## src/common/vdpu_settings.svh

```systemverilog
`ifndef VDPU_SETTINGS_SVH
`define VDPU_SETTINGS_SVH

////////////////////////////////////////////////////
// Datapath geometry
////////////////////////////////////////////////////

// Number of vector lanes, a multiple of four
`define VDPU_LANES 8

`define VDPU_DW 32          // Lane word width

// Register file read latency, issue to operands
`define VDPU_VRF_DELAY 4

`define VDPU_OP_W 3         // ALU opcode width

`endif

```

## src/common/vdpu_pkg.sv

```systemverilog
`include "vdpu_settings.svh"

package vdpu_pkg;

   localparam int LANE_IDX_W = $clog2(`VDPU_LANES);

   typedef logic [`VDPU_DW-1:0] lane_word_t;
   typedef lane_word_t [`VDPU_LANES-1:0] lane_vec_t;

   typedef enum logic [1:0] {
      SEW8  = 2'd0,
      SEW16 = 2'd1,
      SEW32 = 2'd2
   } sew_e;

   typedef enum logic [`VDPU_OP_W-1:0] {
      OP_ADD,
      OP_SUB,
      OP_AND,
      OP_OR,
      OP_XOR,
      OP_MUL
   } alu_op_e;

   // Source of ALU operand B
   typedef enum logic [1:0] {
      OP2_VEC,
      OP2_SCALAR,
      OP2_IMM
   } op2_sel_e;

   typedef struct packed {
      alu_op_e    op;
      sew_e       sew;
      op2_sel_e   op2_sel;
      lane_word_t scalar;
      logic [4:0] imm;          // Signed, extended to SEW
   } alu_ctrl_t;

   typedef struct packed {
      logic                  up;        // 1 moves data to higher lanes
      logic [LANE_IDX_W-1:0] amount;
      logic [1:0]            byte_sel;
   } slide_ctrl_t;

endpackage

```

## src/shuffle/result_scatter.sv

```systemverilog
`include "vdpu_settings.svh"

module result_scatter (
   input  vdpu_pkg::sew_e      sew_i,
   input  vdpu_pkg::lane_vec_t res_i,
   output vdpu_pkg::lane_vec_t res_o
);

   import vdpu_pkg::*;

   localparam int G32 = `VDPU_LANES / 4;
   localparam int G16 = `VDPU_LANES / 2;

   lane_vec_t res16, res32;

   ////////////////////////////////////////////////////
   // Inverse of the operand gather
   ////////////////////////////////////////////////////
   always_comb
   begin
      // Upper half of each lane carries no element in SEW16
      res16 = '0;
      for (int b = 0; b < 2; b++)
         for (int p = 0; p < G16; p++)
            for (int j = 0; j < 2; j++)
            begin
               res16[2*p+j][8*b +: 8] = res_i[b*G16+p][8*j +: 8];
            end

      for (int b = 0; b < 4; b++)
         for (int g = 0; g < G32; g++)
            for (int j = 0; j < 4; j++)
            begin
               res32[4*g+j][8*b +: 8] = res_i[b*G32+g][8*j +: 8];
            end
   end

   always_comb
   begin
      unique case (sew_i)
         SEW8:    res_o = res_i;     // Bytes stay in place
         SEW16:   res_o = res16;
         default: res_o = res32;
      endcase
   end

endmodule

```

## config.mk

```make
export PLATFORM = sky130hd
export DESIGN_NAME = result_scatter
export DESIGN_NICKNAME = d
export VERILOG_FILES = /design/src/common/vdpu_pkg.sv /design/src/shuffle/result_scatter.sv
export VERILOG_INCLUDE_DIRS = /design/src /design/src/common
export SDC_FILE = /design/constraint.sdc
export NUM_CORES = 1
export LEC_CHECK = 0
export BUFFER_PORTS_ARGS = -buffer_cell sky130_fd_sc_hd__buf_2
export CAP_MARGIN = 15
export CORE_AREA = 4 4 198 200
export DETAILED_ROUTE_END_ITERATION = 6
export DIE_AREA = 0 0 202 204
export PLACE_DENSITY = 0.42
export SYNTH_ARGS = -nofsm -noshare
export SYNTH_HDL_FRONTEND = slang
export SYNTH_SLANG_ARGS = --single-unit
export TNS_END_PERCENT = 5
```

## constraint.sdc

```tcl
create_clock -name vclk -period 1.4
set_clock_uncertainty 0.2 [all_clocks]
set_input_delay 0.14 -clock vclk [all_inputs]
set_output_delay 0.14 -clock vclk [all_outputs]
set_load 0.05 [all_outputs]
```

Yosys cells after proc, flatten, opt, wreduce, memory -nomap -nowiden. Index checks and enable logic that the tools add are counted.

Input bits: 258. Output and inout port bits: 256. Logic and storage cells: 3. Flip-flop bits (word level): 0.

Multiplexer cells: 1. Equality and inequality tests: 1. Reductions and logical operators: 1.

Operators with widths (number): 256-bit case mux with 2 select lines (1); 2-bit by 1-bit == test with 1-bit output, second input constant (1); 2-bit zero test (1).

Longest topological paths before layout.
Word-level depth: 2. Mapped depth: 6. Depth with buffers taken out: 2.

Worst setup path after synthesis. Ideal clock, no wire load.

Path kind: input-to-output. From: input sew_i[0]. To: output res_o[101] (netlist bit). Data required time: 1.060 ns. Path slack: -0.711 ns. Data arrival time: 1.771 ns. Path buffers: 3. Cell stages on the path: 5. Cell sequence: buf_4 -> buf_6 -> buf_6 -> mux2i_1 -> o21ai_0.

RTL lines: start, declared (line result_scatter.sv:4) `input vdpu_pkg::sew_e sew_i,`; end, declared (line result_scatter.sv:6) `output vdpu_pkg::lane_vec_t res_o`.

==> reports/results.txt <==
Clock buffer count: 0
Setup violations, final: 146
Grt ovf: 0
Initial DRC count: 211
Worst EP arrival: 1170 ps
Worst path slowest cell: mux2_2
Register area: 0 µm²
Cell count of the worst hold path: 0
Status: finished, violations left
Post-DP HPWL: 21.0 mm
Seq_cells: 0
Avg Inst Size Synth: 7.07 µm²
Unrepaired setup endpoints after global routing: true
Top cell type by total area after synthesis: a22o_1
Sw frac: 62.7%
Yosys synthesis warning count: 0
Per-cell routed wire length: 16.3 µm
Hold/Removal Path Class: in -> out
Synth top cells by count: 120 x a22o_1, 104 x mux2i_1, 104 x nand2_1
Critical path cell sequence: buf_12, nor2_4, buf_12, mux2_2, buf_6
Least-Margin Pin Slew: 257 ps
Top cells by area, synth: a22o_1 28%, mux2i_1 28%, o21ai_0 12%
Largest net degree at the start of global routing: 35
Tcrit/Tclk final: 108%
DR pass1 iterations: 4
Cells after synthesis: 529
First-pass GRT wire length: 36.2 mm
Top cell type's share of synthesized area: 28.1%
Max Freq: 663 MHz
Total GRT Usage: 10.6%
Kind of critical path: in -> out
Cts hold-fix bufs: 0
Final core utilization: 23.8%
DR vias/cell: 4.10
Most common cell in the netlist: a22o_1
Final WL: 25.2 mm
CP Capture Type: primary output
Max Transition Viols Final: 0
Maxcap violations: 0
Post-route antenna net violation count: 0
Final instance area: 0.00889 mm²
Leak: 0.00448 µW
Area delta synth->final: 138%
Int Power: 2020 µW
Buf+Inv Stages, Crit Path: 3
Vias: 6336
Power per cell area: 609 mW/mm²
Post-synthesis sequential area ratio: 0%
CP dominant cell by count: buf_12
Placed cell areas: 0.00740 mm²
Failing checks: setup timing
Hold_sp: res_i[7]
Non-filler instance count after layout: 1544
Final Hold Viols: 0
Mapped Area: 0.00374 mm²
Hold worst-path end: res_o[7]
Final min period: 1510 ps
Initial antenna violation count: 0
Initial Utilization: 10.0%
Worst VDD drop: 0.000254 V
Netlist cell types: 13
Final WS setup: -109 ps
Gate power share: 100.0%
CP peak stage delay: 380 ps
Die Area: 0.0412 mm²
Vias in the first global route: 6398
Number of fill cells in the layout: 4119
Placed Instances: 1538
Nets@finish: 1293
Rows: 71
Die H: 204 µm
# diodes: 0
Top delay family on crit path: buffers and inverters
Sw power: 3390 µW
Mapped Nets: 787
Required time of the critical path: 1060 ps
Core Footprint: 0.0374 mm²
Startpoint Class: primary input
# port buffers: 498
Sequential Power Share: 0%
Layout cells sized above 1: 60.1%
Clock power frac: 0%
Worst-path maximum fanout: 17
Relative slew slack: 82.4%
DRC Markers: 0
GP Congestion: 0.924
Top Ports: 514
Chip width: 202 µm
power by group through the flow:
| stage | clock network [µW] | registers [µW] | logic [µW] |
|---|---|---|---|
| after CTS | 0 | 0 | 5250 |
| after floorplan | 0 | 0 | 3200 |
| after global routing | 0 | 0 | 5640 |
| after detailed placement | 0 | 0 | 4650 |
| after global placement | 0 | 0 | 4660 |
| final | 0 | 0 | 5410 |
metal layers:
metal	GRT usage, %	share of wire [%]
met5	0	0
met4	2.91	3.3
met3	1.97	7.4
met2	20.3	52
met1	12.1	37
cell families after synthesis:
kind of cell,share of synthesized area [%]
AOI/OAI and AO/OA,42.0
buffers and inverters,13.2
muxes,32.6
and+or+nand+nor,12.1
layout make-up:
| cell class | count | area [µm²] | area share (%) |
|---|---|---|---|
| repair buffers | 575 | 4800 | 53.9 |
| multi-input cells | 458 | 3460 | 38.9 |
| well taps | 511 | 639 | 7.19 |
what timing repair did:
action                                  CTS  global route
cloned                                    0             2
pin swaps                                11            12
resized for setup                       360           108
endpoints found under the setup margin  230           240
buffers inserted                          0             4
endpoints found under the hold margin     0             0
through the flow:
step | power, µW | setup TNS (ps) | setup slack (ps) | hold slack, ps
final | 5410 | -4400 | -109 | 80.0
after global routing | 5640 | -14170 | -150 | 80.1
after global placement | 4660 | -19120 | -161 | 80.3
after floorplan | 3200 | -37180 | -334 | 247
after detailed placement | 4650 | -19000 | -151 | 80.3
after CTS | 5250 | -7220 | -114 | 80.3
how the worst max path moves through the flow:
stage	slack, ps	cells after the start	endpoint	startpoint
floorplan	-330	5	res_o[133]	sew_i[0]
global placement	-160	5	res_o[33]	sew_i[1]
detailed placement	-150	5	res_o[32]	sew_i[1]
CTS	-110	5	res_o[32]	sew_i[1]
global route	-150	5	res_o[32]	sew_i[0]
finish	-110	5	res_o[33]	sew_i[0]
cells in the final DEF, fill, tap and decap left out, types with 8 or more instances in the layout:
| cell type | synthesis | routed |
|---|---|---|
| o21ai_1 | 11 | 88 |
| o21ai_4 | 0 | 10 |
| buf_2 | 24 | 255 |
| mux2_2 | 16 | 16 |
| buf_4 | 21 | 93 |
| and2_1 | 8 | 8 |
| mux2i_1 | 104 | 96 |
| nand2_1 | 104 | 104 |
| buf_12 | 0 | 27 |
| a22o_1 | 120 | 116 |
| mux2i_2 | 0 | 8 |
| buf_6 | 16 | 191 |
(Power assumes the default switching activity.)
