### src/common/vdpu_settings.svh
`ifndef VDPU_SETTINGS_SVH
`define VDPU_SETTINGS_SVH

////////////////////////////////////////////////////
// Datapath geometry
////////////////////////////////////////////////////

// Number of vector lanes, a multiple of four
`define VDPU_LANES 8

`define VDPU_DW 32          // Lane word width

// Register file read latency, issue to operands
`define VDPU_VRF_DELAY 4

`define VDPU_OP_W 3         // ALU opcode width

`endif

### src/common/vdpu_pkg.sv
`include "vdpu_settings.svh"

package vdpu_pkg;

   localparam int LANE_IDX_W = $clog2(`VDPU_LANES);

   typedef logic [`VDPU_DW-1:0] lane_word_t;
   typedef lane_word_t [`VDPU_LANES-1:0] lane_vec_t;

   typedef enum logic [1:0] {
      SEW8  = 2'd0,
      SEW16 = 2'd1,
      SEW32 = 2'd2
   } sew_e;

   typedef enum logic [`VDPU_OP_W-1:0] {
      OP_ADD,
      OP_SUB,
      OP_AND,
      OP_OR,
      OP_XOR,
      OP_MUL
   } alu_op_e;

   // Source of ALU operand B
   typedef enum logic [1:0] {
      OP2_VEC,
      OP2_SCALAR,
      OP2_IMM
   } op2_sel_e;

   typedef struct packed {
      alu_op_e    op;
      sew_e       sew;
      op2_sel_e   op2_sel;
      lane_word_t scalar;
      logic [4:0] imm;          // Signed, extended to SEW
   } alu_ctrl_t;

   typedef struct packed {
      logic                  up;        // 1 moves data to higher lanes
      logic [LANE_IDX_W-1:0] amount;
      logic [1:0]            byte_sel;
   } slide_ctrl_t;

endpackage

### src/alu/lane_alu.sv
module lane_alu (
   input  logic                 clk_i,
   input  logic                 rstn_i,
   input  logic                 vld_i,
   input  vdpu_pkg::alu_op_e    op_i,
   input  vdpu_pkg::sew_e       sew_i,
   input  vdpu_pkg::lane_word_t a_i,
   input  vdpu_pkg::lane_word_t b_i,
   output logic                 vld_o,
   output vdpu_pkg::sew_e       sew_o,
   output vdpu_pkg::lane_word_t res_o
);

   import vdpu_pkg::*;

   // Low result bits depend only on low operand bits
   function automatic lane_word_t alu_calc(input alu_op_e op, input lane_word_t a,
                                           input lane_word_t b);
      unique case (op)
         OP_ADD:  return a + b;
         OP_SUB:  return a - b;
         OP_AND:  return a & b;
         OP_OR:   return a | b;
         OP_XOR:  return a ^ b;
         OP_MUL:  return a * b;
         default: return '0;
      endcase
   endfunction

   ////////////////////////////////////////////////////
   // Stage 1: operand registers
   ////////////////////////////////////////////////////
   logic       vld_q1, vld_q2;
   alu_op_e    op_q1;
   sew_e       sew_q1, sew_q2;
   lane_word_t a_q1, b_q1, res_q2;
   lane_word_t full_res, res_d;
   lane_word_t byte_res [4];

   always_ff @(posedge clk_i)
   begin
      if (!rstn_i)
      begin
         vld_q1 <= 1'b0;
         vld_q2 <= 1'b0;
      end
      else
      begin
         vld_q1 <= vld_i;
         vld_q2 <= vld_q1;
      end
   end

   always_ff @(posedge clk_i)
   begin
      op_q1  <= op_i;
      sew_q1 <= sew_i;
      a_q1   <= a_i;
      b_q1   <= b_i;
   end

   ////////////////////////////////////////////////////
   // Stage 2: compute and register the result
   ////////////////////////////////////////////////////
   always_comb
   begin
      full_res = alu_calc(op_q1, a_q1, b_q1);
      for (int i = 0; i < 4; i++)
      begin
         byte_res[i] = alu_calc(op_q1, {24'b0, a_q1[8*i +: 8]}, {24'b0, b_q1[8*i +: 8]});
      end

      unique case (sew_q1)
         SEW8:    res_d = {byte_res[3][7:0], byte_res[2][7:0],
                           byte_res[1][7:0], byte_res[0][7:0]};  // No carry between bytes
         SEW16:   res_d = {16'b0, full_res[15:0]};
         default: res_d = full_res;
      endcase
   end

   always_ff @(posedge clk_i)
   begin
      sew_q2 <= sew_q1;
      res_q2 <= res_d;
   end

   assign vld_o = vld_q2;
   assign sew_o = sew_q2;
   assign res_o = res_q2;

endmodule

### config.mk
export PLATFORM = sky130hd
export DESIGN_NAME = lane_alu
export DESIGN_NICKNAME = d
export VERILOG_FILES = /design/src/common/vdpu_pkg.sv /design/src/alu/lane_alu.sv
export VERILOG_INCLUDE_DIRS = /design/src /design/src/common
export SDC_FILE = /design/constraint.sdc
export NUM_CORES = 2
export LEC_CHECK = 0
export ABC_AREA = 0
export BUFFER_PORTS_ARGS = -buffer_cell sky130_fd_sc_hd__clkbuf_2
export CAP_MARGIN = 20
export CORE_ASPECT_RATIO = 0.9
export CORE_UTILIZATION = 42
export DETAILED_ROUTE_END_ITERATION = 8
export PLACE_DENSITY = 0.58
export SYNTH_ARGS = -nofsm -noshare
export SYNTH_HDL_FRONTEND = slang
export SYNTH_SLANG_ARGS = --single-unit
### constraint.sdc
create_clock -name clk_i -period 17.03 [get_ports clk_i]
set_clock_uncertainty 0.05 [all_clocks]
set_input_delay 1.703 -clock clk_i [delete_from_list [all_inputs] [get_ports clk_i]]
set_output_delay 1.703 -clock clk_i [all_outputs]
set_load 0.02 [all_outputs]
=== Yosys cells after proc, flatten, opt, wreduce, memory -nomap -nowiden ===
Cells that the tools add are included.

* $add $sub $neg: 10
* Multiply operators: 5
* Equality and inequality tests: 6
* Mux-type cells: 6
* Bitwise gates (word level): 15
* Reductions and logical operators: 2

{| class="wikitable"
|+ Operator list
! kind !! count
|-
| $pmux 32 s6 || 1
|-
| $pmux 8 s6 || 4
|-
| $pmux 32 s2 || 1
|-
| $add 32x32->32 || 1
|-
| $add 8x8->8 || 4
|-
| $and 32x32->32 || 1
|-
| $and 8x8->8 || 4
|-
| $mul 32x32->32 || 1
|-
| $mul 8x8->8 || 4
|-
| $or 32x32->32 || 1
|-
| $or 8x8->8 || 4
|-
| $sub 32x32->32 || 1
|-
| $sub 8x8->8 || 4
|-
| $xor 32x32->32 || 1
|-
| $xor 8x8->8 || 4
|-
| $eq 3x2->1 const B || 2
|-
| $eq 3x3->1 const B || 2
|-
| $eq 3x1->1 const B || 1
|-
| $logic_not 3->1 || 1
|-
| $eq 2x1->1 const B || 1
|-
| $logic_not 2->1 || 1
|}

* Register bits: 105
* Bits of input ports: 72
* Output and inout port bits: 35
* Word-level logic and storage cells: 52

=== Longest topological paths before layout ===
* Depth after elaboration: 3
* Mapped depth: 30
* Gate-level depth less buffers: 28

=== Worst setup path before layout ===
No wires, ideal clock.

* Kind: reg2reg
* Start: register a_q1[16]
* End: register res_q2[31], in the netlist res_o[31]
* Library setup time: 0.129 ns
* Arrival: 7.112 ns
* Data required time: 16.851 ns
* Setup slack: 9.739 ns
* Stages on the path, launching flop included: 28
* Path buffers: 2
* Clock period less this slack: 7.291 ns
* Cell sequence: dfxtp_1 clkbuf_1 inv_1 buf_1 nor2_1 fa_1 inv_1 fa_1 fa_1 fa_1 inv_1 fa_1 inv_1 fa_1 inv_1 fa_1 fa_1 ha_1 a41oi_1 o21ai_0 o311a_1 o211ai_1 nand2_1 a211oi_1 or3_1 a21oi_1 o41ai_1 o21ai_1

* Cells in the longest elaborated chain, start to end: 3
* Elaborated cells on any way between the ends: 5
* Classes of those cells: 2 x add/sub; 1 x mul; 2 x mux

{| class="wikitable"
|+ RTL lines
! what !! line !! source
|-
| start: declaration || lane_alu.sv:36 || <nowiki>lane_word_t a_q1, b_q1, res_q2;</nowiki>
|-
| start signal: assignment || lane_alu.sv:58 || <nowiki>a_q1 <= a_i;</nowiki>
|-
| $mul 32x32->32, or another cell as far along || lane_alu.sv:25 || <nowiki>OP_MUL: return a * b;</nowiki>
|-
| $pmux 32 s6 (*) || lane_alu.sv:19 || <nowiki>unique case (op)</nowiki>
|-
| $pmux 32 s2 (*) || lane_alu.sv:73 || <nowiki>unique case (sew_q1)</nowiki>
|-
| named net res_d[31] || lane_alu.sv:37 || <nowiki>lane_word_t full_res, res_d;</nowiki>
|-
| end signal: assignment || lane_alu.sv:84 || <nowiki>res_q2 <= res_d;</nowiki>
|-
| end: declaration || lane_alu.sv:36 ||
|}

Mark *: on every way through the listed nets, which the timed path passes. The rest lies on a longest branch.
A chain may end at the register's enable or synchronous reset.

=== Worst setup path in the final report ===
* Start: register a_q1[11]
* End: register res_q2[31], in the netlist res_o[31]

Same word-level chain as after synthesis.

==> impl_metrics.ini <==
[worst_hold_path]
hp-class = reg2reg
hold_start = sew_q1[0]$_DFF_P_
worst_hold_path.endpoint = sew_o[0]$_DFF_P_
hold_path_depth = 0

[global_routing]
gr-usage-all-layers_pct = 31.8
grt_max_degree = 39
grt_pass1_wl_um = 144000
grt_pass1_vias = 22500
antenna_found_initial = 4
gr-total-overflow = 0

[timing]
worst-slew-pin-transition_ns = 0.973
fin_tns_setup_ns = 0
max_slew_margin_pct = 35.1
fmax_mhz = 115
fin_crit_sh_pct = 51.0
hold_slack_ns = 0.320
drv_slew = 0
hold_viol_final = 0
rsz0062_at_grt = no
setup_viol = 0
min_period_ns = 8.68

[worst_setup_path]
worst_ep_arrival_time_ns = 8.88
cp-end-kind = flip-flop
crit_type = reg2reg
r2r-end = res_o[31]$_DFF_P_
path_max_fanout = 14
r2r_slack_ns = 8.35
startpoint_type = flip-flop
crit_required_ns = 17.23
reg2reg_from = a_q1[11]$_DFF_P_
r2r_cells = 25

[clock_network]
cts-resized-gates = 0
htreeDepth = 3
cts_sinks = 105
cts-root-buf = clkbuf_16
clk_latency_ns = 0.40
clockBufferDepth = 2
cts_tree = yes
holdBufCountCts = 0
cts_setup_buffers = 0
clk_pin_slew_ns = 0.10
cts-buffers-inserted = 9

[logic_synthesis]
synth_nets = 3822
netlist.area_leader.share_pct = 35.6
ys_seq_area_share_pct = 8.18
syn_area_um2 = 25700
ys_warn_count = 0
synth_top_area_cell = fa_1
ys_types = 75
synth-edff-count = 0
syn_area_per_cell_um2 = 8.60
synth_flop_cell = dfxtp_1
synthArstFlopShare_pct = 0
synth_seq_cells = 105
ys_top_cells_by_area = fa_1 36%, ha_1 15%, dfxtp_1 8.2%, inv_1 7.8%, nor2_1 6.1%
syn_inst = 2989

[finish]
nFillCells = 5983
layout.nets = 3855
final_layout_size_suffix_gt1_share_pct = 6.81
syn_to_final_growth_pct = 6.46
design_area_um2 = 27400
mostFrequentLayoutCells = 533 x inv_1, 457 x fa_1, 414 x nor2_1, 309 x nand2_1, 304 x ha_1
final_common_cell = inv_1

[floorplan]
die_x_um = 263
core_um2 = 60200
die_y_um = 237
io_pins = 107
start_util_pct = 42.7
dieArea_um2 = 62200
rows = 85

[outcome]
outcome = finished, final reports clean

[flow_run]
drv_cap = 0

[route]
drcViolationCount = 0
via_per_inst = 5.60
ant_nets = 0
wl_per_cell_um = 25.5
wl_um = 97200
vias = 21300
drt-initial-drc-count = 2307
dr.pass1.iters = 6

[place]
dpl_cell_area_um2 = 27100
dp_hpwl_um = 77500
gp_congestion = 1.01
portBuffers = 106
## worst max path at each step
stage,start,endpoint,depth (start not counted),slack [ns]
after floorplan,a_q1[16]$_DFF_P_,res_o[31]$_DFF_P_,27,9.74
after global placement,b_q1[3]$_DFF_P_,res_o[31]$_DFF_P_,25,8.70
after detailed placement,a_q1[11]$_DFF_P_,res_o[31]$_DFF_P_,25,8.63
after CTS,a_q1[11]$_DFF_P_,res_o[31]$_DFF_P_,25,8.58
after global routing,a_q1[11]$_DFF_P_,res_o[31]$_DFF_P_,25,8.20
final,a_q1[11]$_DFF_P_,res_o[31]$_DFF_P_,25,8.35
## state kept, by name, summed over array words and instances (netlist names)
| signal | count |
|---|---|
| sew_o | 2 |
| sew_q1 | 2 |
| vld_q1 | 1 |
| b_q1 | 32 |
| op_q1 | 3 |
| a_q1 | 32 |
| vld_o | 1 |
| res_o | 32 |
## synth_stat cells, types with 20 or more instances
library cell and n:
a21o_1 52, a21oi_1 94, a221oi_1 29, a31oi_1 20, buf_1 21, clkbuf_1 104
dfxtp_1 105, fa_1 457, ha_1 304, inv_1 533, mux2i_1 22, nand2_1 309
nor2_1 416, nor3_1 21, o21ai_0 57, xnor2_1 172, xor2_1 61
## kinds of logic after synthesis
| group | share of synthesized area [%] |
|---|---|
| mux | 0.900 |
| buf+inv | 10.2 |
| fa+ha+maj | 50.4 |
| simple gates | 13.0 |
| xor+xnor | 8.05 |
| flops | 8.18 |
| compound gates | 9.23 |
## metal layers
metal  wire, um  GRT usage (%)  vias up
met5          7              0        -
met1      38500           41.6    10600
li1           -              -     9307
met3      10500           7.98      250
met4       4980           14.0        2
met2      43200           49.9     1187
## per-stage QoR
stage	worst slack [ns]	utilization (%)	instances
5_1_grt	8.20	45.5	3810
6_report	8.35	45.5	3811
3_5_place_dp	8.63	45.0	3794
3_3_place_gp	8.70	45.0	3794
2_1_floorplan	9.74	-	2989
4_1_cts	8.58	45.5	3810
## cell type report
type	count	area, um2	share of cell area (%)
timing repair buffer	161	943	3.45
clock inverter	7	62.6	0.229
multi-input combinational	2194	21000	76.7
tap	783	980	3.58
antenna	1	2.50	0.00914
sequential	105	2100	7.69
clock buffer	9	225	0.823
inverter	551	2070	7.56
## critical path, stage by stage, from the launching register on
cell	delay (ns)
dfxtp_1	0.96
inv_1	0.54
nor2_1	0.29
fa_1	0.47
fa_1	0.44
fa_1	0.54
inv_1	0.05
fa_1	0.47
inv_1	0.06
fa_1	0.50
inv_1	0.06
fa_1	0.53
inv_1	0.05
fa_1	0.50
fa_1	0.47
ha_1	0.35
a41oi_1	0.18
o21ai_0	0.17
o311a_1	0.51
o211ai_1	0.21
nand2_1	0.20
a211oi_1	0.29
or3_1	0.14
a21oi_1	0.09
o41ai_1	0.27
o21ai_1	0.11
Power is not shown: default switching activity piles up to over one toggle a cycle in this logic, so the estimate is an artifact.
