**src/common/vdpu_settings.svh**
```systemverilog
`ifndef VDPU_SETTINGS_SVH
`define VDPU_SETTINGS_SVH

////////////////////////////////////////////////////
// Datapath geometry
////////////////////////////////////////////////////

// Number of vector lanes, a multiple of four
`define VDPU_LANES 8

`define VDPU_DW 32          // Lane word width

// Register file read latency, issue to operands
`define VDPU_VRF_DELAY 4

`define VDPU_OP_W 3         // ALU opcode width

`endif

```
**src/common/vdpu_pkg.sv**
```systemverilog
`include "vdpu_settings.svh"

package vdpu_pkg;

   localparam int LANE_IDX_W = $clog2(`VDPU_LANES);

   typedef logic [`VDPU_DW-1:0] lane_word_t;
   typedef lane_word_t [`VDPU_LANES-1:0] lane_vec_t;

   typedef enum logic [1:0] {
      SEW8  = 2'd0,
      SEW16 = 2'd1,
      SEW32 = 2'd2
   } sew_e;

   typedef enum logic [`VDPU_OP_W-1:0] {
      OP_ADD,
      OP_SUB,
      OP_AND,
      OP_OR,
      OP_XOR,
      OP_MUL
   } alu_op_e;

   // Source of ALU operand B
   typedef enum logic [1:0] {
      OP2_VEC,
      OP2_SCALAR,
      OP2_IMM
   } op2_sel_e;

   typedef struct packed {
      alu_op_e    op;
      sew_e       sew;
      op2_sel_e   op2_sel;
      lane_word_t scalar;
      logic [4:0] imm;          // Signed, extended to SEW
   } alu_ctrl_t;

   typedef struct packed {
      logic                  up;        // 1 moves data to higher lanes
      logic [LANE_IDX_W-1:0] amount;
      logic [1:0]            byte_sel;
   } slide_ctrl_t;

endpackage

```
**src/hw/slide_unit.sv**
```systemverilog
`include "vdpu_settings.svh"

module slide_unit (
   input  logic                  clk_i,
   input  logic                  rstn_i,
   input  logic                  vld_i,
   input  vdpu_pkg::slide_ctrl_t ctrl_i,
   input  vdpu_pkg::lane_vec_t   data_i,
   output logic                  vld_o,
   output vdpu_pkg::lane_vec_t   data_o
);

   import vdpu_pkg::*;

   logic [LANE_IDX_W-1:0] src_lane [`VDPU_LANES];
   lane_vec_t             data_q;
   logic                  vld_q;

   // Source lane wraps around the lane ring
   always_comb
   begin
      for (int k = 0; k < `VDPU_LANES; k++)
      begin
         if (ctrl_i.up)
            src_lane[k] = LANE_IDX_W'(k) - ctrl_i.amount;
         else
            src_lane[k] = LANE_IDX_W'(k) + ctrl_i.amount;
      end
   end

   always_ff @(posedge clk_i)
   begin
      if (!rstn_i)
         vld_q <= 1'b0;
      else
         vld_q <= vld_i;
   end

   always_ff @(posedge clk_i)
   begin
      if (vld_i)
      begin
         for (int k = 0; k < `VDPU_LANES; k++)
         begin
            data_q[k] <= {4{data_i[src_lane[k]][8*ctrl_i.byte_sel +: 8]}};  // Byte in all slots
         end
      end
   end

   assign vld_o  = vld_q;
   assign data_o = data_q;

endmodule

```
**config.mk**
```make
export PLATFORM = sky130hd
export DESIGN_NAME = slide_unit
export DESIGN_NICKNAME = d
export VERILOG_FILES = /design/src/common/vdpu_pkg.sv /design/src/hw/slide_unit.sv
export VERILOG_INCLUDE_DIRS = /design/src /design/src/common
export SDC_FILE = /design/constraint.sdc
export NUM_CORES = 1
export LEC_CHECK = 0
export ABC_CLOCK_PERIOD_IN_PS = 4300
export BUFFER_PORTS_ARGS = -buffer_cell sky130_fd_sc_hd__buf_2
export CAP_MARGIN = 10
export CORE_UTILIZATION = 30
export CTS_CLUSTER_SIZE = 40
export DETAILED_ROUTE_END_ITERATION = 7
export RECOVER_POWER = 100
export SETUP_SLACK_MARGIN = 0.5
export SYNTH_ARGS = -nofsm -noshare
export SYNTH_HDL_FRONTEND = slang
export SYNTH_SLANG_ARGS = --single-unit
export TNS_END_PERCENT = 100
```
**constraint.sdc**
```tcl
create_clock -name clk_i -period 4.3 [get_ports clk_i]
set_clock_uncertainty 0.05 [all_clocks]
set_input_delay 0.43 -clock clk_i [delete_from_list [all_inputs] [get_ports clk_i]]
set_output_delay 0.43 -clock clk_i [all_outputs]
set_load 0.01 [all_outputs]
```
# Yosys cells after proc, flatten, opt, wreduce, memory -nomap -nowiden
# Cells that the tools add are included.
# word_totals
register_bits	257
wordCells	64
out_inout_bits	257
# op_classes
order_cmp	8
shifts	8
muxes	24
addsub	15
# op_table
cell	count
32-bit binary-select mux with 3-bit select	8
32-bit 2-to-1 mux	8
32-bit by 6-bit variable part select with 8-bit output	8
3-bit by 4-bit < comparator with 1-bit output, second input constant	8
3-bit 2-to-1 mux	8
3-bit adder, first input constant	4
3-bit subtractor, first input constant	4
2-bit by 3-bit adder with 3-bit output, first input constant	2
1-bit by 3-bit subtractor with 3-bit output, first input constant	2
2-bit by 3-bit subtractor with 3-bit output, first input constant	2
1-bit by 3-bit adder with 3-bit output, first input constant	1

# Logic depth before layout (Yosys ltp)
# logic_depth
depth_word	5
mapped_depth	14
ltp_nobuf	8

# Least setup slack after synthesis
# OpenSTA, ideal clock, no wires.
# synth_path
path_type	input port to flip-flop
from	input ctrl_i[2] in the netlist's numbering
to	register data_q, in the netlist data_o[124] (data pin)
path_stages	10
setup_time_ns	0.259
n_path_buf	4
arrival_ns	2.830
setup_slack_ns	1.161
cell_sequence	inv_1 buf_2 buf_2 ha_1 mux2i_1 buf_4 buf_2 mux4_2 o22ai_1 nor3_1
# synth_via
elab_chain_cells	5
# synth_rtl
item	line	source
start: declaration	slide_unit.sv:7	input vdpu_pkg::slide_ctrl_t ctrl_i,
2-bit by 3-bit adder with 3-bit output or 2-bit by 3-bit subtractor with 3-bit output (tied branches)	slide_unit.sv:27, slide_unit.sv:25	
3-bit 2-to-1 mux (*)	slide_unit.sv:24	if (ctrl_i.up)
32-bit binary-select mux with 3-bit select (*)	slide_unit.sv:45	data_q[k] <= {4{data_i[src_lane[k]][8*ctrl_i.byte_sel +: 8]}};
32-bit 2-to-1 mux (implied by the code) (*)	slide_unit.sv:45	
32-bit by 6-bit variable part select with 8-bit output (*)	slide_unit.sv:45	
end signal: indexed assignment	slide_unit.sv:45	
end: declaration	slide_unit.sv:16	lane_vec_t data_q;
# Mark *: on every way between the ends. The rest lies on a longest branch, timed or not. The select of a mux whose other input is x is not followed.
# A chain may end at the register's enable or synchronous reset.

# Worst setup path after layout
# layout_path
from	input ctrl_i[2] in the netlist's numbering
to	register data_q, in the netlist data_o[222] (data pin)
# layout_via
elab_chain_cells	5
# layout_rtl
item	line
3-bit adder or 3-bit subtractor (tied branches)	slide_unit.sv:27, slide_unit.sv:25
3-bit 2-to-1 mux (*)	slide_unit.sv:24
32-bit binary-select mux with 3-bit select (*)	slide_unit.sv:45
32-bit 2-to-1 mux (implied by the code) (*)	slide_unit.sv:45
32-bit by 6-bit variable part select with 8-bit output (*)	slide_unit.sv:45
# Marked as above.

==> impl_summary.log <==
[metrics] result of the run: finished, violations left
[metrics] violated checks: capacitance limit, slew limit
[metrics] per-cell routed wire length: between 20 and 30 µm
[metrics] static leakage power: around 7.6 nW
[metrics] topmost layer with routed signal wires: met5
[metrics] CTS H-Tree Depth: 3
[metrics] overall die area: 57800 µm²
[metrics] Worst-Margin Slew: between 2 and 2.5 ns
[metrics] sequential-to-total area share from yosys stat: between 10% and 20%
[metrics] Internal Dissipation: 2.621 mW
[metrics] count of standard-cell rows: 87
[metrics] Final Hold Vio Count: 0
[metrics] Placed Instances: approximately 3000
[metrics] detailed-route via count: approximately 19000
[metrics] dpl ws: 0.5722 ns
[metrics] post-route core utilization: between 30% and 40%
[metrics] total number of nets in the final design: ~2500
[metrics] Clock Sink Count: 65
[metrics] category of the worst setup path capture point: register
[metrics] die extent in x: around 240 µm
[metrics] count of unique library cells instantiated by Yosys: 56
[metrics] sum of net half-perimeters after detailed placement: 66230 µm
[metrics] Bufs on Longest Clock Path: 2
[metrics] post-route cell area: ~19000 µm²
[metrics] Port Buffer Count: between 500 and 600
[metrics] slowest cell on the critical path: buf_4
[metrics] upper clock frequency limit: 268.3 MHz
[metrics] Die Height: 240.4 µm
[metrics] post-route fraction of the period consumed by the critical path: just under 90%
[metrics] share of flip-flops with an asynchronous set or reset after synthesis: 0%
[metrics] Pre-Repair DR Iteration Count: 6
[metrics] max-slew violation total from the final report: 66
[metrics] power consumption: 5.115 mW
[metrics] fin worst setup slack: 0.5734 ns
[metrics] largest net degree at the start of global routing: 70
[metrics] area of the placeable core: approximately 56000 µm²
[metrics] CP most frequent cell: buf_4
[metrics] number of enable flip-flop cells after synthesis: between 60 and 70
[metrics] Inserted Clock Buffers: 9
[metrics] cell breakdown of the critical path: buf_4 -> clkbuf_2 -> buf_4 -> nand2_1 -> nor2_1 -> a32oi_1 -> nand4_1 -> a311oi_1
[metrics] Sw Ratio: around half
[metrics] tightest slew margin relative to the limit: -53.02%
[metrics] shortest clock period the worst path allows after layout: 3.727 ns
[metrics] per-cell via count in the routed design: 6.197
[metrics] proportion of layout cells with a drive suffix above 1: a little under a quarter
[metrics] routed wl met3: between 9000 and 10000 µm
[metrics] Arrival @ worst endpoint: 3.78 ns
[metrics] TritonCTS clock tree: built
[metrics] Routed met2 length: ~37000 µm
[metrics] maximum fanout count along the critical path: 59
[metrics] cell count after synthesis: 2042
[metrics] netlist area before placement: approximately 17000 µm²
[metrics] leading cell type in the layout, fill and taps excluded: nand2_1
[metrics] top library cells by usage in the layout, fill and taps aside: nand2_1, mux2i_1, buf_2
[metrics] Mapped Nets: 2309
[metrics] share of total power in sequential cells: ~20%
[metrics] max incr delay on CP: 0.89 ns
[metrics] maximum VDD drop: around 0.00018 V
[metrics] DRC violation count after routing: 0
[metrics] final WL: approximately 85000 µm
[metrics] most frequently used flop master after synthesis: edfxtp_1
[metrics] post-cts gate resize count: 0
[metrics] number of maximum-capacitance violations: 1
[metrics] Area Growth Syn to Fin: 11.61%
[metrics] Detail Route Antenna Nets: 0
[metrics] final estimated routing congestion in global placement: roughly 0.95
[metrics] wl on met1: 35130 µm
[metrics] classification of the worst-slack hold path: in2reg
[metrics] #FFs+latches synth: between 60 and 70
[metrics] clock tree root buffer cell: clkbuf_16
[metrics] crit path launch type: input port
[metrics] initial drt markers: 2808
[metrics] Syn. warnings: 0
[metrics] Pwr Density: around 270 nW/µm²
[metrics] # Post-CTS Setup Buffers: 0
[metrics] required time of the worst setup path: about 4.4 ns
[metrics] final-layout setup total negative slack: 0 ns
[metrics] Final Setup Violations: 0
[metrics] total track usage: 28.26%
[metrics] via count of the first global-routing pass: around 17000
[metrics] non-filler cells in the finished layout: ~3000
[metrics] hold slack final: between 0.2 and 0.25 ns
[metrics] post-CTS clock slew at the launch and capture registers of the worst setup and hold paths: 0.07 ns
[metrics] antenna violations before repair: 36
[metrics] first-pass GRT wire length: 119300 µm
[metrics] total global routing overflow: 0
[metrics] critical path class: in2reg
[metrics] unrepaired setup endpoints after global routing: no
[metrics] initial cell density of the core: between 30% and 40%
[metrics] clock power share: about a fifth
[metrics] combinational cell fraction of total power: 61.4%
[metrics] top-level port count: 522
[metrics] mean post-synth cell area: approximately 8.4 µm²
[metrics] sw power: approximately 2.5 mW
[metrics] instance area after placement: 19000 µm²
[metrics] count of hold buffers inserted by post-cts repair: 0
flip-flops by register name, summed over array words and instances (netlist names):
name    flops
data_o     64
vld_o       1
cell type report:
type,count,area [µm²]
timing repair buffer,581,2905
sequential,65,1942
multi-input combinational,1602,12830
clock inverter,7,117.6
inverter,4,16.27
clock buffer,9,225.2
antenna,20,50.05
tap,756,945.9
fill,5984,37240
critical path: cells and delay by family:
kind	cells	cell delay, ns
buffers and inverters	3	1.70
AND/OR/NAND/NOR	3	1.27
AO/OA/AOI/OAI	2	0.34
worst paths after layout:
path / startpoint / to / slack, ns / cells after the start
worst min-delay path: rstn_i / vld_o / 0.20 / 2
worst max-delay path: ctrl_i[2] / data_o[222] / 0.57 / 8
cell families (layout without fill, tap and decap cells):
kind of cell             count (synthesis)  in the layout  synth area share [%]
multiplexers                           523            523                 40.36
buffers and inverters                  375            601                 13.95
other                                    0             20                     0
AO/OA/AOI/OAI                          372            372                 15.24
AND/OR/NAND/NOR                        697            697                 18.33
XOR/XNOR                                 8              8                0.5870
flip-flops                              65             65                 11.39
adder cells (fa/ha/maj)                  2              2                0.1467
synthesized netlist by cell type, drive strengths merged, types with 2 or more instances:
| cell type | instances | area (µm²) |
|---|---|---|
| xnor2 | 6 | 75.08 |
| mux2i | 357 | 3602 |
| clkbuf | 57 | 214.0 |
| nor3b | 6 | 45.04 |
| a32o | 7 | 70.07 |
| nand2b | 5 | 31.28 |
| buf | 314 | 2150 |
| a221oi | 9 | 78.83 |
| and2 | 21 | 131.4 |
| mux4 | 125 | 2815 |
| and3 | 24 | 150.1 |
| a2111oi | 8 | 85.08 |
| o221ai | 47 | 411.6 |
| nor4 | 4 | 25.02 |
| a222oi | 3 | 30.03 |
| a211oi | 33 | 247.7 |
| xor2 | 2 | 25.03 |
| a22oi | 20 | 150.1 |
| o211ai | 7 | 52.55 |
| a21oi | 49 | 245.2 |
| o21ai | 59 | 295.3 |
| ha | 2 | 25.02 |
| edfxtp | 64 | 1922 |
| nor3 | 41 | 205.2 |
| inv | 4 | 15.01 |
| o22ai | 68 | 425.4 |
| mux2 | 41 | 465.4 |
| nor2 | 59 | 229.0 |
| nand4 | 20 | 125.1 |
| a32oi | 34 | 297.8 |
| a31oi | 14 | 87.58 |
| or3 | 8 | 50.05 |
| and4 | 6 | 52.55 |
| nor2b | 15 | 93.84 |
| nand3 | 110 | 550.5 |
| o2111ai | 5 | 43.79 |
| nand2 | 375 | 1415 |
| a22o | 7 | 61.31 |
metal layers:
metal / track usage, % / up-vias
met1: 38.91 / 9217
li1: - / 8127
met3: 7.015 / 189
met4: 9.380 / 28
met2: 42.74 / 1302
met5: 0 / -
power groups by stage:
| stage | Sequential, mW | Combinational [mW] | Clock (mW) |
|---|---|---|---|
| floorplan | 0.989 | 2.29 | 0 |
| global placement | 0.998 | 3.13 | 0 |
| detailed placement | 1.01 | 3.17 | 0 |
| CTS | 0.993 | 3.18 | 0.961 |
| global route | 1.03 | 3.34 | 0.979 |
| finish | 1.01 | 3.14 | 0.967 |
No activity file was read; power rests on OpenSTA's default activity.
