`src/common/vdpu_settings.svh`:
```
`ifndef VDPU_SETTINGS_SVH
`define VDPU_SETTINGS_SVH

////////////////////////////////////////////////////
// Datapath geometry
////////////////////////////////////////////////////

// Number of vector lanes, a multiple of four
`define VDPU_LANES 8

`define VDPU_DW 32          // Lane word width

// Register file read latency, issue to operands
`define VDPU_VRF_DELAY 4

`define VDPU_OP_W 3         // ALU opcode width

`endif

```
`src/common/vdpu_pkg.sv`:
```
`include "vdpu_settings.svh"

package vdpu_pkg;

   localparam int LANE_IDX_W = $clog2(`VDPU_LANES);

   typedef logic [`VDPU_DW-1:0] lane_word_t;
   typedef lane_word_t [`VDPU_LANES-1:0] lane_vec_t;

   typedef enum logic [1:0] {
      SEW8  = 2'd0,
      SEW16 = 2'd1,
      SEW32 = 2'd2
   } sew_e;

   typedef enum logic [`VDPU_OP_W-1:0] {
      OP_ADD,
      OP_SUB,
      OP_AND,
      OP_OR,
      OP_XOR,
      OP_MUL
   } alu_op_e;

   // Source of ALU operand B
   typedef enum logic [1:0] {
      OP2_VEC,
      OP2_SCALAR,
      OP2_IMM
   } op2_sel_e;

   typedef struct packed {
      alu_op_e    op;
      sew_e       sew;
      op2_sel_e   op2_sel;
      lane_word_t scalar;
      logic [4:0] imm;          // Signed, extended to SEW
   } alu_ctrl_t;

   typedef struct packed {
      logic                  up;        // 1 moves data to higher lanes
      logic [LANE_IDX_W-1:0] amount;
      logic [1:0]            byte_sel;
   } slide_ctrl_t;

endpackage

```
`src/shuffle/operand_gather.sv`:
```
`include "vdpu_settings.svh"

module operand_gather (
   input  vdpu_pkg::alu_ctrl_t ctrl_i,
   input  vdpu_pkg::lane_vec_t vs1_i,
   input  vdpu_pkg::lane_vec_t vs2_i,
   output vdpu_pkg::lane_vec_t a_o,
   output vdpu_pkg::lane_vec_t b_o
);

   import vdpu_pkg::*;

   localparam int G32 = `VDPU_LANES / 4;   // Lane groups per 32-bit element
   localparam int G16 = `VDPU_LANES / 2;   // Lane pairs per 16-bit element

   lane_vec_t  a16, a32, b16, b32;
   lane_vec_t  b_vec;
   lane_word_t scalar_sew, imm_sew;

   ////////////////////////////////////////////////////
   // Byte regrouping across lanes
   ////////////////////////////////////////////////////
   always_comb
   begin
      a16 = '0;
      b16 = '0;
      for (int b = 0; b < 2; b++)
         for (int p = 0; p < G16; p++)
            for (int j = 0; j < 2; j++)
            begin
               a16[b*G16+p][8*j +: 8] = vs1_i[2*p+j][8*b +: 8];
               b16[b*G16+p][8*j +: 8] = vs2_i[2*p+j][8*b +: 8];
            end

      for (int b = 0; b < 4; b++)
         for (int g = 0; g < G32; g++)
            for (int j = 0; j < 4; j++)
            begin
               a32[b*G32+g][8*j +: 8] = vs1_i[4*g+j][8*b +: 8];
               b32[b*G32+g][8*j +: 8] = vs2_i[4*g+j][8*b +: 8];
            end
   end

   // Scalar and immediate narrowed or widened to SEW
   always_comb
   begin
      unique case (ctrl_i.sew)
         SEW8:
         begin
            a_o        = vs1_i;
            b_vec      = vs2_i;
            scalar_sew = {4{ctrl_i.scalar[7:0]}};
            imm_sew    = {4{{3{ctrl_i.imm[4]}}, ctrl_i.imm}};
         end
         SEW16:
         begin
            a_o        = a16;
            b_vec      = b16;
            scalar_sew = {16'b0, ctrl_i.scalar[15:0]};
            imm_sew    = {16'b0, {11{ctrl_i.imm[4]}}, ctrl_i.imm};
         end
         default:
         begin
            a_o        = a32;
            b_vec      = b32;
            scalar_sew = ctrl_i.scalar;
            imm_sew    = {{27{ctrl_i.imm[4]}}, ctrl_i.imm};
         end
      endcase

      unique case (ctrl_i.op2_sel)
         OP2_SCALAR: b_o = {`VDPU_LANES{scalar_sew}};
         OP2_IMM:    b_o = {`VDPU_LANES{imm_sew}};
         default:    b_o = b_vec;
      endcase
   end

endmodule

```
`config.mk`:
```
export PLATFORM = sky130hd
export DESIGN_NAME = operand_gather
export DESIGN_NICKNAME = d
export VERILOG_FILES = /design/src/common/vdpu_pkg.sv /design/src/shuffle/operand_gather.sv
export VERILOG_INCLUDE_DIRS = /design/src /design/src/common
export SDC_FILE = /design/constraint.sdc
export NUM_CORES = 1
export LEC_CHECK = 0
export BUFFER_PORTS_ARGS = -buffer_cell sky130_fd_sc_hd__buf_2
export CORE_AREA = 2 2 414 416
export DETAILED_ROUTE_END_ITERATION = 8
export DIE_AREA = 0 0 416 418
export PLACE_DENSITY_LB_ADDON = 0.2
export SLEW_MARGIN = 20
export SYNTH_ARGS = -nofsm -noshare
export SYNTH_HDL_FRONTEND = slang
export SYNTH_SLANG_ARGS = --single-unit
```
`constraint.sdc`:
```
create_clock -name vclk -period 4.6
set_input_delay 0.46 -clock vclk [all_inputs]
set_output_delay 0.46 -clock vclk [all_outputs]
set_load 0.05 [all_outputs]
```
======== After elaboration in Yosys (flattened, before gate mapping) ========
Index checks and enable logic that the tools add are counted.
operators by class
  eq/ne operators ......................... 3
  reductions and logical operators ........ 1
  multiplexer cells ....................... 5
operator list
  operator              number
  $pmux W256 S2         3
  $pmux W32 S2          2
  $eq A2 B1 Y1 const B  2
  $eq A2 B2 Y1 const B  1
  $logic_not A2 Y1      1
word-level totals
  logic and storage cells ................. 9
  bits in registers ....................... 0
  output and inout port bits .............. 512
  input bits .............................. 556

======== Logic depth before layout (Yosys ltp) ========
Gate-level depths: netlist of the first run.
  depth after elaboration ................. 3
  gate-level depth with buffers ........... 7
  mapped depth without buffers ............ 5

======== Worst setup path before layout of the first run ========
No wires, ideal clock.
  path type ............................... in2out
  from .................................... input port ctrl_i[37] in the netlist's numbering
  to ...................................... output port b_o[10] in the netlist's numbering
  data required time ...................... 4.140 ns
  arrival ................................. 2.333 ns
  stages on the path ...................... 7
  slack ................................... 1.807 ns
  path buffers ............................ 4
  path through ............................ inv_1 ha_1 clkbuf_2 buf_2 buf_2 clkbuf_1 a32oi_1
RTL lines
  item                line                 text
  start: declaration  operand_gather.sv:4  input vdpu_pkg::alu_ctrl_t ctrl_i,
  end: declaration    operand_gather.sv:8  output vdpu_pkg::lane_vec_t b_o

==> results.yml, run 1 <==
drt:
  first_pass_iters: 5
  routed_wl_um: 123000
  wl_per_cell_um: 26.8
  drtAntennaViolNets: 0
  drtIter0Drc: 1179
  vias_per_cell: 3.62
  top_layer: "met5"
  met1_length_um: 45600
  wl_met2_um: 66600
  route.detailed.drc: 0
  dr_total_vias: 16572
  wl_met3_um: 7360
global_route:
  grt_max_degree: 142
  grt.overflow.total: 0
  grt_pass1_wl_um: 156000
  grt_pass1_vias: 16117
  gr-usage-all-layers_pct: 13.1
  antenna_found_initial: 46
die:
  pin_count: 1068
  rows: 151
  design.die.area_um2: 174000
  core_area_um2: 169000
  die_w_um: 416
  fp.dieH_um: 418
  start_util_pct: 6.17
yosys:
  synth_common_cells: "a22oi_1 (280), mux2i_1 (216), nand2_1 (213)"
  synth.distinct_cells: 41
  syn_nets: 1985
  syn_area_um2: 10400
  yosys_warnings: 0
  yosysTopAreaCell: "mux2i_1"
  synthMostInstantiatedCell: "a22oi_1"
  synth_seq_area_share_pct: 0
  yosys-top-cells-area: "mux2i_1 (21%), a22oi_1 (20%), a22o_1 (10%)"
  netlist.area_leader.share_pct: 20.7
  syn_inst: 1427
  syn-mean-instance-area_um2: 7.31
placement:
  dp_hpwl_um: 104000
  pre_cts_slack_ns: 1.25
  routabilityCongestion: 0.868
  place.port_buffers: 1049
pwr:
  p_leak_nw: 9.04
  peakVddDrop_uv: 89.8
  power_w: 0.00427
  powerDensity_nw_per_um2: 233
timing:
  max_freq_ghz: 0.299
  rsz0062_at_grt: "false"
  hold_ws_ns: 0.920
  fin_crit_sh_pct: 72.6
  fin_ws_ns: 1.26
  setup_viol: 0
  slew_violations: 0
  slew_headroom_pct: 32.1
  setup_tns_ns: 0
  hold_viol: 0
  tightest_slew_ns: 1.02
  period_needed_ns: 3.34
cts:
  cts_hold_buffers: 0
  cts_resized: 0
  postCtsSetupRepairBufs: 0
worst_setup_path:
  crit_fanout: 52
  crit_path_end_kind: "output port"
  start_kind: "input pin"
  crit_required_ns: 4.14
  worstPathArrival_ns: 2.88
  crit_type: "input pin to output port"
finish:
  ff_latch_area_um2: 0
  syn2layout_area_growth_pct: 75.7
  nFillCells: 19991
  drive_above_1_share_pct: 51.3
  fin_util_pct: 10.8
  multi_input_area_um2: 9440
  flops_and_latches: 0
  nets: 2918
  clkbuf_count: 0
worst_hold_path:
  hold_class: "input pin to output port"
run:
  drv_cap: 0
run_status:
  status: "finished clean"
-- worst paths after layout --
kind,cells after the start,to,from,slack [ns]
hold / removal,0,a_o[1],vs1_i[1],0.92
setup / recovery,8,b_o[57],ctrl_i[37],1.26
-- power by group --
part             internal [W]  switching [W]       total [W]
combinational         0.00106        0.00321         0.00427
clock          0.000000000121              0  0.000000000121
sequential                  0              0               0
-- through the flow --
step,instances,instance area [um2]
floorplan,1427,10400
finish,4583,18300
detailed placement,4576,18300
global placement,4576,18300
CTS,4576,18300
global route,4580,18300
-- worst max-delay path, cell delays in order --
cell and delay (ns):
buf_2 0.09, inv_1 0.06, ha_4 0.80, buf_12 0.34
o22ai_2 0.11, buf_4 0.24, a22oi_1 0.32, buf_2 0.33
-- final cells by class --
| class | instances | area share (%) |
|---|---|---|
| multi-input cells | 1238 | 51.5 |
| inverters | 2 | 0.0410 |
| well taps | 2218 | 15.1 |
| diodes | 7 | 0.0956 |
| repair buffers | 1118 | 33.2 |
-- layer usage --
layer,vias to the layer above,GRT usage [%]
met3,158,2.32
li1,7448,-
met5,-,0
met2,838,25.6
met1,8098,14.6
met4,30,2.75
-- placed cells by master (no fill, tap or decap), drive strengths merged --
master	count
mux2i	216
buf	1118
o22ai	2
nand2	213
nor3b	10
a2111oi	2
nor2b	3
mux2	56
inv	2
a22o	122
o21a	6
nor2	4
a221oi	4
a311oi	2
nand2b	1
a21oi	23
and3	3
diode	7
and2	25
or2	1
a22oi	290
a32oi	8
ha	2
a21o	65
o21ai	180
-- cell families after synthesis --
kind of cell | synth area share [%]
AOI/OAI and AO/OA | 50.7
muxes | 26.8
and+or+nand+nor | 11.6
adders and majority gates | 0.240
buffers and inverters | 10.6
Power figures use the tool's default switching activity.
==> run 2, diff against run 1 <==
Settings changed: ABC_AREA from default to 1, CORE_AREA 2 2 414 416 to 2 2 419 421, DIE_AREA 0 0 416 418 to 0 0 421 423.
Clock period 4.6 ns to 3 ns, I/O delays scaled along.
==> results.yml, run 2 <==
timing:
  max_freq_ghz: 0.371
  slew_headroom_pct: 40.8
  rsz0062_at_grt: "false"
  hold_ws_ns: 0.600
  fin_ws_ns: 0.308
  tightest_slew_ns: 0.888
  hold_viol: 0
  fin_crit_sh_pct: 89.7
  setup_viol: 0
  slew_violations: 0
  setup_tns_ns: 0
  period_needed_ns: 2.69
drt:
  drtAntennaViolNets: 0
  vias_per_cell: 3.52
  first_pass_iters: 8
  wl_per_cell_um: 27.1
  route.detailed.drc: 0
  routed_wl_um: 146000
  drtIter0Drc: 1580
  dr_total_vias: 18950
yosys:
  synthMostInstantiatedCell: "nand2_1"
  syn_nets: 2647
  synth_seq_area_share_pct: 0
  syn_area_um2: 9390
  yosys-top-cells-area: "nand2_1 (36%), o21ai_0 (14%), inv_1 (12%)"
  yosys_warnings: 0
  synth_common_cells: "nand2_1 (913), inv_1 (301), o21ai_0 (266)"
  syn-mean-instance-area_um2: 4.50
  synth.distinct_cells: 21
  netlist.area_leader.share_pct: 36.5
  syn_inst: 2089
  yosysTopAreaCell: "nand2_1"
pwr:
  peakVddDrop_uv: 104
  p_leak_nw: 10.7
  powerDensity_nw_per_um2: 343
global_route:
  gr-usage-all-layers_pct: 15.4
  grt.overflow.total: 0
  grt_pass1_wl_um: 185000
  antenna_found_initial: 64
  grt_pass1_vias: 18412
  grt_max_degree: 133
placement:
  routabilityCongestion: 0.964
  pre_cts_slack_ns: 0.285
  place_area_um2: 19400
  place.port_buffers: 1049
  dp_hpwl_um: 126000
finish:
  fin_util_pct: 11.2
  ff_latch_area_um2: 0
  clkbuf_count: 0
  mostFrequentLayoutCell: "buf_2"
  syn2layout_area_growth_pct: 107
  drive_above_1_share_pct: 37.6
  layout_common_cells: "buf_2 (937), nand2_1 (912), inv_1 (300)"
  nets: 3615
  fin_area_um2: 19400
  flops_and_latches: 0
cts:
  postCtsSetupRepairBufs: 0
  cts_resized: 0
  cts_hold_buffers: 0
worst_setup_path:
  crit_fanout: 14
  crit_path_end_kind: "output port"
  worstPathArrival_ns: 2.39
  start_kind: "input pin"
  crit_required_ns: 2.70
  crit_type: "input pin to output port"
run_status:
  status: "finished clean"
die:
  pin_count: 1068
  core_area_um2: 173000
  start_util_pct: 5.42
  design.die.area_um2: 178000
  die_w_um: 421
  fp.dieH_um: 423
  rows: 153
worst_hold_path:
  hold_class: "input pin to output port"
run:
  drv_cap: 0
==> run 2: layout make-up <==
| type | instances | area [um2] |
|---|---|---|
| Fill cell | 20828 | 154000 |
| Timing Repair Buffer | 1142 | 7860 |
| Multi-Input combinational cell | 1609 | 7500 |
| Tap cell | 2325 | 2910 |
| Inverter | 304 | 1150 |
| Antenna cell | 8 | 20.0 |
==> run 2: where the power goes <==
group | internal, W | switching (W) | total, W
Sequential | 0 | 0 | 0
Combinational | 0.00177 | 0.00489 | 0.00667
Clock | 0.000000000254 | 0 | 0.000000000254
Total | 0.00177 | 0.00489 | 0.00667
==> run 2: final timing paths <==
kind / from / to / slack [ns] / cells after the start
worst max-delay path: ctrl_i[39] / b_o[189] / 0.31 / 10
worst min-delay path: vs1_i[3] / a_o[3] / 0.60 / 0
==> run 2: critical path: stages <==
cell and delay (ns):
buf_2 0.28, inv_2 0.11, nor2_4 0.25, inv_4 0.15, nand2_1 0.20, o21ai_0 0.13
nand2_1 0.07, buf_4 0.31, nand2_1 0.32, buf_12 0.25
==> run 2: cells by family after synthesis <==
family / Yosys count / share of synthesized area (%)
fa+ha+maj: 2 / 0.266
simple gates: 999 / 40.5
compound gates: 608 / 38.8
buf+inv: 480 / 20.4
==> run 2: metal layers <==
metal	vias up	share of wire [%]	GRT usage, %
met4	16	3.6	4.21
met3	169	5.7	2.69
li1	8726	-	-
met1	9113	38	17.7
met5	-	0.067	0
met2	926	52	29.0
==> run 2: stage by stage <==
step / total power [W] / instances
final: 0.00667 / 5388
after global routing: 0.00696 / 5385
after CTS: 0.00677 / 5380
after detailed placement: 0.00675 / 5380
after global placement: 0.00679 / 5380
after floorplan: 0.00373 / 2089
